### config.mk
export PLATFORM = sky130hd
export DESIGN_NAME = vec_reduce
export DESIGN_NICKNAME = d
export VERILOG_FILES = /design/src/rtl/vec_pkg.sv /design/src/rtl/vec_reduce.sv
export SDC_FILE = /design/constraint.sdc
export NUM_CORES = 1
export LEC_CHECK = 0
export BUFFER_PORTS_ARGS = -buffer_cell sky130_fd_sc_hd__buf_2
export CORE_MARGIN = 2
export CORE_UTILIZATION = 52
export DETAILED_ROUTE_END_ITERATION = 12
export PLACE_DENSITY = 0.84
export SLEW_MARGIN = 15
export SYNTH_ARGS = -nofsm -noshare
export SYNTH_HDL_FRONTEND = slang
export SYNTH_SLANG_ARGS = --single-unit
### constraint.sdc
create_clock -name clk_i -period 7.4 [get_ports clk_i]
set_input_delay 1.11 -clock clk_i [delete_from_list [all_inputs] [get_ports clk_i]]
set_output_delay 1.11 -clock clk_i [all_outputs]
set_load 0.005 [all_outputs]
### src/rtl/vec_pkg.sv
////////////////////////////////////////////////////////////////////////////
// Shared types of the vector coprocessor: element and register index
// types, the core opcodes and the request broadcast to the lanes.
// Imported with a wildcard by every RTL module.
////////////////////////////////////////////////////////////////////////////

package vec_pkg;

  // Element width, one word
  localparam int unsigned ElemWidth = 16;
  typedef logic [ElemWidth-1:0] elen_t;

  // Architectural vector registers
  localparam int unsigned NrVRegs = 8;
  typedef logic [$clog2(NrVRegs)-1:0] vreg_idx_t;

  // Opcodes seen on the core interface
  typedef enum logic [2:0] {
    OP_VID_VX    = 3'd0,
    OP_ADD_VV    = 3'd1,
    OP_ADD_VX    = 3'd2,
    OP_AND_VV    = 3'd3,
    OP_XOR_VV    = 3'd4,
    OP_XOR_VX    = 3'd5,
    OP_REDSUM_VS = 3'd6,
    OP_MV_XS     = 3'd7
  } vec_op_e;

  // Lane ALU operations
  typedef enum logic [1:0] {
    ALU_ADD = 2'd0,
    ALU_AND = 2'd1,
    ALU_XOR = 2'd2,
    ALU_IDX = 2'd3
  } alu_op_e;

  // Decoded request, broadcast to all processing elements
  typedef struct packed {
    alu_op_e   alu_op;
    logic      use_scalar;
    logic      write_vd;
    logic      reduce;
    logic      extract;
    vreg_idx_t vd;
    vreg_idx_t vs1;
    vreg_idx_t vs2;
    elen_t     scalar;
    // Clamped vector length, zero for extracts
    elen_t     vl;
  } lane_req_t;

endpackage : vec_pkg

### src/rtl/vec_reduce.sv
////////////////////////////////////////////////////////////////////////////
// Cross-lane reduction. Waits until every lane has reported done, then
// adds all lane partials to the seed (the scalar for a sum reduction,
// zero otherwise) and returns the scalar answer.
////////////////////////////////////////////////////////////////////////////

`timescale 1ns/10ps

module vec_reduce import vec_pkg::*; #(
  parameter int unsigned NrLanes = 4
) (
  input  logic                      clk_i,
  input  logic                      arst_n_i,
  input  logic                      pe_req_valid_i,
  input  lane_req_t                 pe_req_i,
  input  logic       [NrLanes-1:0]  lane_done_i,
  input  elen_t      [NrLanes-1:0]  lane_partial_i,
  output logic                      done_o,
  output elen_t                     result_o
);

  logic [NrLanes-1:0] seen_q;
  logic               active_q;
  logic               done_q;
  elen_t              seed_q;
  elen_t              result_q;
  elen_t              sum;
  logic               all_done;

  always_comb begin
    all_done = &(seen_q | lane_done_i);
    sum      = seed_q;
    for (int unsigned l = 0; l < NrLanes; l++) begin
      sum = sum + lane_partial_i[l];
    end
  end

  // Sticky per-lane done bits
  always_ff @(posedge clk_i or negedge arst_n_i) begin
    if (!arst_n_i) begin
      seen_q   <= '0;
      active_q <= 1'b0;
      done_q   <= 1'b0;
    end else begin
      done_q <= 1'b0;
      if (pe_req_valid_i) begin
        seen_q   <= '0;
        active_q <= 1'b1;
      end else if (active_q) begin
        seen_q <= seen_q | lane_done_i;
        if (all_done) begin
          active_q <= 1'b0;
          done_q   <= 1'b1;
        end
      end
    end
  end

  always_ff @(posedge clk_i) begin
    if (pe_req_valid_i) seed_q <= pe_req_i.reduce ? pe_req_i.scalar : '0;
    if (active_q && all_done) result_q <= sum;
  end

  assign done_o   = done_q;
  assign result_o = result_q;

endmodule : vec_reduce

# Word-level counts from Yosys, hierarchy flattened
# Index checks and enable logic that the tools add are counted.
# totals
regBits,38
input_bits,118
output_inout_bits,17
word_cells,21
# op_classes
addsub,4
mux,8
bitwise_logic,1
reduce_logical,3
# op_table
op,count
16-bit adder,4
4-bit two-way mux,2
1-bit two-way mux,6
4-bit OR,1
4-bit AND reduction,1
2-bit nonzero test,1
1-bit logical AND,1

# Logic depth before layout (Yosys ltp)
# Gate-level depths: netlist of run 1.
# depth
depth_word,5
ltp_mapped,14

# Worst setup path before layout of run 1
# No wires, ideal clock.
# synth_path
path_type,in2reg
start,in lane_partial_i[4] (netlist bit)
end,"reg result_q[14], in the netlist result_o[14], data pin"
setup_time_ns,0.262
arrival_ns,4.142
t_required_ns,7.138
setup_slack_ns,2.997
path_stages,14
cell_sequence,inv_1 -> fa_1 -> inv_1 -> fa_1 -> inv_1 -> fa_1 -> inv_1 -> ha_1 -> a21o_1 -> a21oi_2 -> a21oi_1 -> o41ai_2 -> or3_1 -> nand3_1
# synth_via
elab_chain_len,4
# synth_rtl
element,line,rtl
"start, declared",vec_reduce.sv:17,"input elen_t [NrLanes-1:0] lane_partial_i,"
16-bit adder (4 in a row),vec_reduce.sv:34,sum = sum + lane_partial_i[l];
via sum[14],vec_reduce.sv:27,elen_t sum;
"end signal, assigned",vec_reduce.sv:61,if (active_q && all_done) result_q <= sum;
"end, declared",vec_reduce.sv:26,elen_t result_q;
# The timed path passes the listed nets, and every way through them passes these cells.
# A chain may end at the register's enable or synchronous reset.

# Worst setup path in the final report of run 1
# Same ends and word-level chain as after synthesis.

==> results of run 1 <==
[cell type report]
cell class              count  area, sq um
repair buffers            104          520
clock buffers               5         68.8
inverters                 129          484
well taps                  77         96.3
multi-input cells         165         1780
fillers                   531         2190
clock inverters             3         63.8
flip-flops and latches     38         1110
[per-layer routing]
metal	up-vias	global-route usage, %
met1	1114	20.4
met4	0	6.64
met5	-	0
met2	71	33.9
met3	14	3.15
li1	1202	-
[synth_stat cells]
cell	instances
sky130_fd_sc_hd__a21boi_0	1
sky130_fd_sc_hd__a21o_1	4
sky130_fd_sc_hd__a21oi_1	13
sky130_fd_sc_hd__a21oi_2	3
sky130_fd_sc_hd__a31oi_1	2
sky130_fd_sc_hd__and2_1	16
sky130_fd_sc_hd__and3_2	1
sky130_fd_sc_hd__clkbuf_1	1
sky130_fd_sc_hd__dfrtp_1	6
sky130_fd_sc_hd__edfxtp_1	32
sky130_fd_sc_hd__fa_1	44
sky130_fd_sc_hd__ha_1	16
sky130_fd_sc_hd__inv_1	129
sky130_fd_sc_hd__mux2_2	1
sky130_fd_sc_hd__nand2_1	8
sky130_fd_sc_hd__nand2b_1	4
sky130_fd_sc_hd__nand3_1	2
sky130_fd_sc_hd__nand4_1	1
sky130_fd_sc_hd__nor2_1	13
sky130_fd_sc_hd__nor2b_4	1
sky130_fd_sc_hd__nor3_1	1
sky130_fd_sc_hd__nor4_1	1
sky130_fd_sc_hd__o2111ai_2	1
sky130_fd_sc_hd__o21a_1	2
sky130_fd_sc_hd__o21ai_0	7
sky130_fd_sc_hd__o22ai_1	2
sky130_fd_sc_hd__o31ai_1	1
sky130_fd_sc_hd__o41ai_2	1
sky130_fd_sc_hd__o41ai_4	1
sky130_fd_sc_hd__or3_1	1
sky130_fd_sc_hd__xnor2_1	16
sky130_fd_sc_hd__xor2_1	1
[flip-flops by register name, indices dropped and copies added, names as in the netlist]
| signal | flops |
|---|---|
| seen_q | 4 |
| done_o | 1 |
| active_q | 1 |
| result_o | 16 |
| seed_q | 16 |
[report_power, final]
| group | switching (mW) | total, mW | internal (mW) |
|---|---|---|---|
| sequential | 0.00769 | 0.312 | 0.304 |
| clock | 0.0744 | 0.208 | 0.133 |
| combinational | 0.352 | 0.648 | 0.296 |
| total | 0.434 | 1.17 | 0.734 |
[metrics by stage]
stage	cell area [sq um]	power [mW]	hold slack, ns	setup slack (ns)	util (%)
after detailed placement	3990	0.963	0.489	2.73	63.2
after CTS	4120	1.18	0.507	3.02	65.3
after global routing	4130	1.28	0.559	2.85	65.4
after floorplan	3370	0.808	0.463	3.00	-
after global placement	3990	0.930	0.477	2.75	63.2
final	4130	1.17	0.505	3.03	65.4
[worst max-delay path: cells and delay by family]
family | cells | cell delay, ns
adder cells (fa/ha/maj) | 4 | 1.88
AND/OR/NAND/NOR | 2 | 0.25
AO/OA/AOI/OAI | 4 | 0.91
buffers and inverters | 5 | 0.25
[cells by family after synthesis]
kind of cell	after synthesis	share of synthesized area, %
and+or+nand+nor	49	7.69
xor gates and xnor gates	17	4.42
buffers and inverters	130	14.5
AOI/OAI and AO/OA	38	8.02
adders and majority gates	60	32.1
DFF	38	33.0
muxes	1	0.334
[how the worst max path moves through the flow]
stage	start	to	slack, ns	cells past startpoint
finish	lane_partial_i[4]	result_o[14]	3.03	15
global route	lane_partial_i[4]	result_o[14]	2.85	15
CTS	lane_partial_i[4]	result_o[14]	3.02	15
detailed placement	lane_partial_i[4]	result_o[14]	2.73	15
global placement	lane_partial_i[4]	result_o[14]	2.75	15
floorplan	lane_partial_i[4]	result_o[14]	3.00	14
==> load_flow_metrics.sql, run 1 <==
INSERT INTO impl_metrics (metric_group, metric, value, unit) VALUES
('placed_design', 'dpl.hpwl', '5230', 'um'),
('run_status', 'outcome', 'finished, final reports clean', ''),
('clock_network', 'cts_root_buf', 'sky130_fd_sc_hd__clkbuf_8', ''),
('clock_network', 'htree_num_levels', '2', ''),
('worst_hold_path', 'timing.hold.worst_path_depth', '2', ''),
('synth', 'synth_top_cells_by_area', 'sky130_fd_sc_hd__edfxtp_1 (29%), sky130_fd_sc_hd__fa_1 (26%), sky130_fd_sc_hd__inv_1 (14%)', ''),
('placed_design', 'buffer_ports.inserted', '104', ''),
('sta', 'fin_setup_tns', '0', 'ns'),
('sta', 'final_period_utilization', '59.1', '%'),
('synth', 'synth.distinct_cells', '32', ''),
('global_route', 'number_of_antenna_violations_at_the_first_check_in_global_routing', '0', ''),
('route', 'total_via_count_in_the_routed_design', '2401', ''),
('critical_path', 'worstSetupStartpointType', 'input port', ''),
('synth', 'syn_inst', '333', ''),
('critical_path', 'r2r_slack', '4.52', 'ns'),
('sta', 'timing.final.hold_violations', '0', ''),
('clock_network', 'post_cts_setup_bufs', '0', ''),
('floorplanning', 'start_util', '53.4', '%'),
('critical_path', 'setup.worst_path.end_class', 'flop', ''),
('sta', 'clock.fmax', '229', 'MHz'),
('finish', 'final_cell_mix', 'sky130_fd_sc_hd__inv_1 (129), sky130_fd_sc_hd__buf_2 (104), sky130_fd_sc_hd__fa_1 (44)', ''),
('floorplanning', 'num_rows', '29', ''),
('critical_path', 'critPathMaxStageDelay', '0.54', 'ns'),
('finish', 'final_cells', '521', ''),
('synth', 'synthesis.yosys.warnings', '0', ''),
('global_route', 'grt.total_usage', '18.1', '%'),
('critical_path', 'critical_path.max_fanout', '5', ''),
('route', 'post_drt_wl_per_cell', '11.5', 'um'),
('route', 'wl_met2', '3220', 'um'),
('critical_path', 'critical_setup_path_kind', 'in2reg', ''),
('critical_path', 'worst_path_max_delay_cell', 'sky130_fd_sc_hd__fa_1', ''),
('route', 'drt_first_iter_violations', '59', ''),
('floorplanning', 'die-width', '84.5', 'um'),
('worst_hold_path', 'hold_path.class', 'reg2reg', ''),
('critical_path', 'crit-reg2reg-launch', 'seed_q[1]', ''),
('synth', 'syn-mean-instance-area', '10.1', 'sq um'),
('global_route', 'grt_start_max_net_pins', '23', ''),
('critical_path', 'worst-r2r-cell-count', '10', ''),
('global_route', 'number_of_global_route_vias_before_repair', '2592', ''),
('clock_network', 'path_clk_slew', '0.08', 'ns'),
('power_and_ir_drop', 'irDropWorstVdd', '0.000148', 'V'),
('route', 'ant_nets', '0', ''),
('critical_path', 'crit_path_cell_trace', 'buf_2 > inv_1 > fa_1 > inv_1 > fa_1 > inv_1 > fa_1 > inv_1 > ha_1 > a21o_1 > a21oi_2 > a21oi_1 > o41ai_2 > or3_1 > nand3_1', ''),
('floorplanning', 'chipHeight', '84.5', 'um'),
('clock_network', 'num_clock_sinks', '38', ''),
('clock_network', 'ctsHoldBuffers', '0', ''),
('worst_hold_path', 'hold-path-endpoint', 'seen_q[0]', ''),
('finish', 'finish.net_count', '621', ''),
('sta', 'rsz0062_at_grt', 'false', ''),
('route', 'met3_length', '320', 'um'),
('finish', 'antenna-diode-count', '0', ''),
('route', 'drt-met1-wl', '2350', 'um'),
('floorplanning', 'io_pins', '135', ''),
('power_and_ir_drop', 'leakage', '2.24', 'nW'),
('critical_path', 'crit_top_cell', 'sky130_fd_sc_hd__inv_1', ''),
('global_route', 'globalRouteOverflowTotal', '0', ''),
('critical_path', 'timing.rr.end', 'result_o[15]', ''),
('global_route', 'grt_pass1_wl', '10500', 'um'),
('synth', 'postSynthRegisterBits', '38', ''),
('synth', 'synth_nets', '511', ''),
('clock_network', 'cts_tree', 'yes', ''),
('clock_network', 'cts_resized', '0', ''),
('sta', 'worstMarginPinSlew', '0.771', 'ns'),
('route', 'first_pass_iters', '4', ''),
('worst_hold_path', 'timing.hold.worst.start', 'seen_q[0]', ''),
('clock_network', 'worstSkewPairLatency', '0.29', 'ns'),
('placed_design', 'placed_insts', '513', ''),
('sta', 'finalSetupViolCount', '0', ''),
('placed_design', 'routabilityCongestion', '0.764', ''),
('critical_path', 'critPathRequiredTime', '7.44', 'ns'),
('sta', 'timing.max_slew.rel_slack', '48.4', '%');
No activity file was read; power rests on OpenSTA's default activity.
==> run 2: changes to the inputs <==
--- a/config.mk
+++ b/config.mk
@@ -5,11 +5,12 @@
 export SDC_FILE = /design/constraint.sdc
 export NUM_CORES = 1
 export LEC_CHECK = 0
+export ABC_AREA = 1
 export BUFFER_PORTS_ARGS = -buffer_cell sky130_fd_sc_hd__buf_2
 export CORE_MARGIN = 2
-export CORE_UTILIZATION = 52
+export CORE_UTILIZATION = 50
 export DETAILED_ROUTE_END_ITERATION = 12
-export PLACE_DENSITY = 0.84
+export PLACE_DENSITY = 0.8
 export SLEW_MARGIN = 15
 export SYNTH_ARGS = -nofsm -noshare
 export SYNTH_HDL_FRONTEND = slang
==> constraint.sdc (replaced) <==
create_clock -name clk_i -period 4.5 [get_ports clk_i]
set_input_delay 0.675 -clock clk_i [delete_from_list [all_inputs] [get_ports clk_i]]
set_output_delay 0.675 -clock clk_i [all_outputs]
set_load 0.005 [all_outputs]
==> run 2 against run 1 <==
  * Final cell count is 21% higher
  * Cell area is 4.0% higher
  * Clock skew about the same
  * Critical path type unchanged
  * Critical endpoint unchanged
==> load_flow_metrics.sql, run 2 <==
INSERT INTO impl_metrics (metric_group, metric, value, unit) VALUES
('floorplanning', 'start_util', '52.1', '%'),
('route', 'first_pass_iters', '4', ''),
('global_route', 'grt_pass1_wl', '11300', 'um'),
('sta', 'fin_setup_tns', '0', 'ns'),
('route', 'drt_first_iter_violations', '93', ''),
('critical_path', 'setup.worst_path.end_class', 'flop', ''),
('sta', 'hold-worst-slack', '0.197', 'ns'),
('synth', 'combined_area_of_all_synthesized_cells', '3560', 'sq um'),
('floorplanning', 'die-area', '7820', 'sq um'),
('critical_path', 'critical_setup_path_kind', 'in2reg', ''),
('clock_network', 'cts_bufs_inserted', '5', ''),
('sta', 'rsz0062_at_grt', 'false', ''),
('critical_path', 'critPathMaxStageDelay', '0.52', 'ns'),
('finish', 'ff_latch_area', '1110', 'sq um'),
('synth', 'synth-seq-area-share', '31.2', '%'),
('power_and_ir_drop', 'leakage', '2.61', 'nW'),
('critical_path', 'cp_data_arrival_time', '3.60', 'ns'),
('sta', 'clock-skew-final', '0.00577', 'ns'),
('floorplanning', 'chipHeight', '88.4', 'um'),
('finish', 'area.growth.synth_to_final', '20.5', '%'),
('finish', 'layout-drive-gt1-share', '22.9', '%'),
('synth', 'syn-mean-instance-area', '8.38', 'sq um'),
('route', 'post_drt_wl_per_cell', '10.2', 'um'),
('synth', 'synth.distinct_cells', '27', ''),
('critical_path', 'worstSetupStartpointType', 'input port', ''),
('power_and_ir_drop', 'clock_power_share', '13.0', '%'),
('critical_path', 'worst_path_max_delay_cell', 'sky130_fd_sc_hd__fa_1', ''),
('synth', 'postSynthRegisterBits', '38', ''),
('route', 'detail_route.vias_per_cell', '4.35', ''),
('synth', 'yosys.cell_count.top_type', 'sky130_fd_sc_hd__inv_1', ''),
('synth', 'synth.cells.most_frequent', 'sky130_fd_sc_hd__inv_1 (169), sky130_fd_sc_hd__nand2_1 (78), sky130_fd_sc_hd__fa_1 (44)', ''),
('sta', 'minimum_setup_slack_in_the_final_design', '0.945', 'ns'),
('clock_network', 'cts_root_buf', 'sky130_fd_sc_hd__clkbuf_8', ''),
('synth', 'netlist.top_cell.by_area', 'sky130_fd_sc_hd__edfxtp_1', ''),
('finish', 'multi_input_comb_area', '1800', 'sq um'),
('critical_path', 'r2r_slack', '2.06', 'ns'),
('clock_network', 'num_clock_sinks', '38', ''),
('sta', 'maxSlewViolCount', '0', ''),
('route', 'total_via_count_in_the_routed_design', '2751', ''),
('route', 'drc_errors', '0', ''),
('clock_network', 'ctsHoldBuffers', '0', ''),
('synth', 'synth-edff-count', '32', ''),
('finish', 'mostFrequentLayoutCell', 'sky130_fd_sc_hd__inv_1', ''),
('clock_network', 'htree_num_levels', '2', ''),
('placed_design', 'place_ws', '0.637', 'ns'),
('global_route', 'grt.total_usage', '18.6', '%'),
('finish', 'final_cell_mix', 'sky130_fd_sc_hd__inv_1 (169), sky130_fd_sc_hd__buf_2 (104), sky130_fd_sc_hd__nand2_1 (78)', ''),
('power_and_ir_drop', 'internal_power', '1.04', 'mW'),
('synth', 'synth_top_cells_by_area', 'sky130_fd_sc_hd__edfxtp_1 (27%), sky130_fd_sc_hd__fa_1 (25%), sky130_fd_sc_hd__inv_1 (18%)', ''),
('floorplanning', 'io_pins', '135', ''),
('sta', 'timing.max_slew.rel_slack', '70.9', '%'),
('flow_run', 'maxCapViolations', '0', ''),
('global_route', 'number_of_global_route_vias_before_repair', '2805', ''),
('sta', 'worstMarginPinSlew', '0.437', 'ns'),
('placed_design', 'dpl.hpwl', '5620', 'um'),
('critical_path', 'critical_path.max_fanout', '4', ''),
('power_and_ir_drop', 'comb_power_share', '59.8', '%'),
('critical_path', 'critPathRequiredTime', '4.55', 'ns'),
('synth', 'postSynth.topFlopCell', 'sky130_fd_sc_hd__edfxtp_1', ''),
('finish', 'antenna-diode-count', '0', ''),
('synth', 'netlist.area_leader.share', '27.0', '%'),
('finish', 'final_cells', '632', ''),
('clock_network', 'worstSkewPairLatency', '0.29', 'ns'),
('sta', 'timing.final.hold_violations', '0', ''),
('sta', 'finalSetupViolCount', '0', ''),
('sta', 'finalCriticalPeriod', '3.55', 'ns'),
('power_and_ir_drop', 'p_seq_share', '27.1', '%'),
('critical_path', 'crit-reg2reg-launch', 'seed_q[1]', ''),
('placed_design', 'routabilityCongestion', '0.841', ''),
('power_and_ir_drop', 'irDropWorstVdd', '0.000212', 'V'),
('power_and_ir_drop', 'power.switching_fraction', '43.6', '%'),
('floorplanning', 'design.core.area', '6830', 'sq um'),
('run_status', 'outcome', 'finished, final reports clean', ''),
('synth', 'syn_inst', '425', ''),
('sta', 'clock.fmax', '281', 'MHz'),
('synth', 'ys_async_sr_fraction', '15.8', '%'),
('clock_network', 'post_cts_setup_bufs', '0', ''),
('critical_path', 'crit_path_cell_trace', 'buf_2 > inv_1 > fa_1 > inv_1 > fa_1 > inv_1 > fa_1 > inv_1 > ha_1 > a21oi_2 > o21ai_1 > a21oi_1 > nand2_1 > nand2_1 > nand2_1', ''),
('placed_design', 'placed_insts', '624', ''),
('sta', 'final_period_utilization', '79.0', '%'),
('route', 'detail_route.wirelength', '6430', 'um'),
('placed_design', 'buffer_ports.inserted', '104', ''),
('critical_path', 'crit_top_cell', 'sky130_fd_sc_hd__inv_1', ''),
('clock_network', 'clock_tree.buffer_depth', '2', ''),
('synth', 'synthesis.yosys.warnings', '0', ''),
('critical_path', 'critPathLaunch', 'lane_partial_i[7]', ''),
('worst_hold_path', 'hold_path.class', 'in2async', ''),
('clock_network', 'cts_tree', 'yes', ''),
('floorplanning', 'num_rows', '30', ''),
('power_and_ir_drop', 'power.net_switching', '806', 'uW'),
('synth', 'synth_nets', '603', ''),
('clock_network', 'cts_resized', '0', ''),
('floorplanning', 'die-width', '88.4', 'um'),
('route', 'ant_nets', '0', ''),
('finish', 'n_fill_cell', '611', ''),
('global_route', 'number_of_antenna_violations_at_the_first_check_in_global_routing', '0', ''),
('finish', 'finish.net_count', '713', ''),
('clock_network', 'path_clk_slew', '0.07', 'ns'),
('power_and_ir_drop', 'power_per_cell_area', '430', 'nW/um^2'),
('global_route', 'grt_start_max_net_pins', '19', ''),
('global_route', 'globalRouteOverflowTotal', '0', '');
-- run 2: cell types whose count changed after synthesis, sizes merged, moves of 14 or more --
cell,before,now
and2,16,0
xnor2,16,1
inv,129,170
nand3,2,16
nand2,8,83
-- run 2: final cells by class --
| class | count | share of cell area, % |
|---|---|---|
| clock buffer | 7 | 2.01 |
| clock inverter | 1 | 0.117 |
| inverter | 170 | 14.9 |
| multi-input combinational | 215 | 42.0 |
| sequential | 38 | 25.9 |
| tap | 96 | 2.80 |
| timing repair buffer | 105 | 12.3 |
-- run 2: critical path: cells and delay by family --
family	cells	cell delay (ns)
buffers and inverters	5	0.26
AO/OA/AOI/OAI	3	0.58
AND/OR/NAND/NOR	3	0.17
adder cells (fa/ha/maj)	4	1.89
-- run 2: logic make-up after synthesis --
kind of cell    share of synthesized area [%]
buf+inv                                  18.2
compound gates                           3.34
simple gates                             15.2
xor+xnor                                 1.72
fa+ha+maj                                30.3
flops                                    31.2
-- run 2: power by group through the flow --
stage,clock network [mW],logic (mW),registers [mW]
after floorplan,0,0.814,0.516
after global placement,0,1.07,0.508
after detailed placement,0,1.11,0.509
after CTS,0.248,1.11,0.502
after global routing,0.259,1.31,0.507
final,0.241,1.11,0.501
-- run 2: layer usage --
layer | GRT usage, % | up-vias | share of wire, %
met5 | 0 | - | 0
met1 | 23.7 | 1261 | 42
li1 | - | 1426 | -
met3 | 3.17 | 5 | 4.2
met4 | 4.68 | 0 | 0.93
met2 | 33.2 | 59 | 52
-- run 2: stage by stage --
| step | instance area (sq um) | power [mW] | utilization [%] |
|---|---|---|---|
| finish | 4290 | 1.85 | 62.8 |
| CTS | 4290 | 1.86 | 62.8 |
| global placement | 4200 | 1.58 | 61.5 |
| floorplan | 3560 | 1.33 | - |
| global route | 4290 | 2.07 | 62.8 |
| detailed placement | 4200 | 1.62 | 61.5 |
-- run 2: final timing paths --
check,endpoint,depth (start not counted)
worst min register to register,seen_q[0],2
worst max register to register,result_o[11],12
worst max-delay path,result_o[14],15
min in group clk_i,seen_q[0],2
max in group asynchronous,done_o,1
worst min-delay path,seen_q[2],1
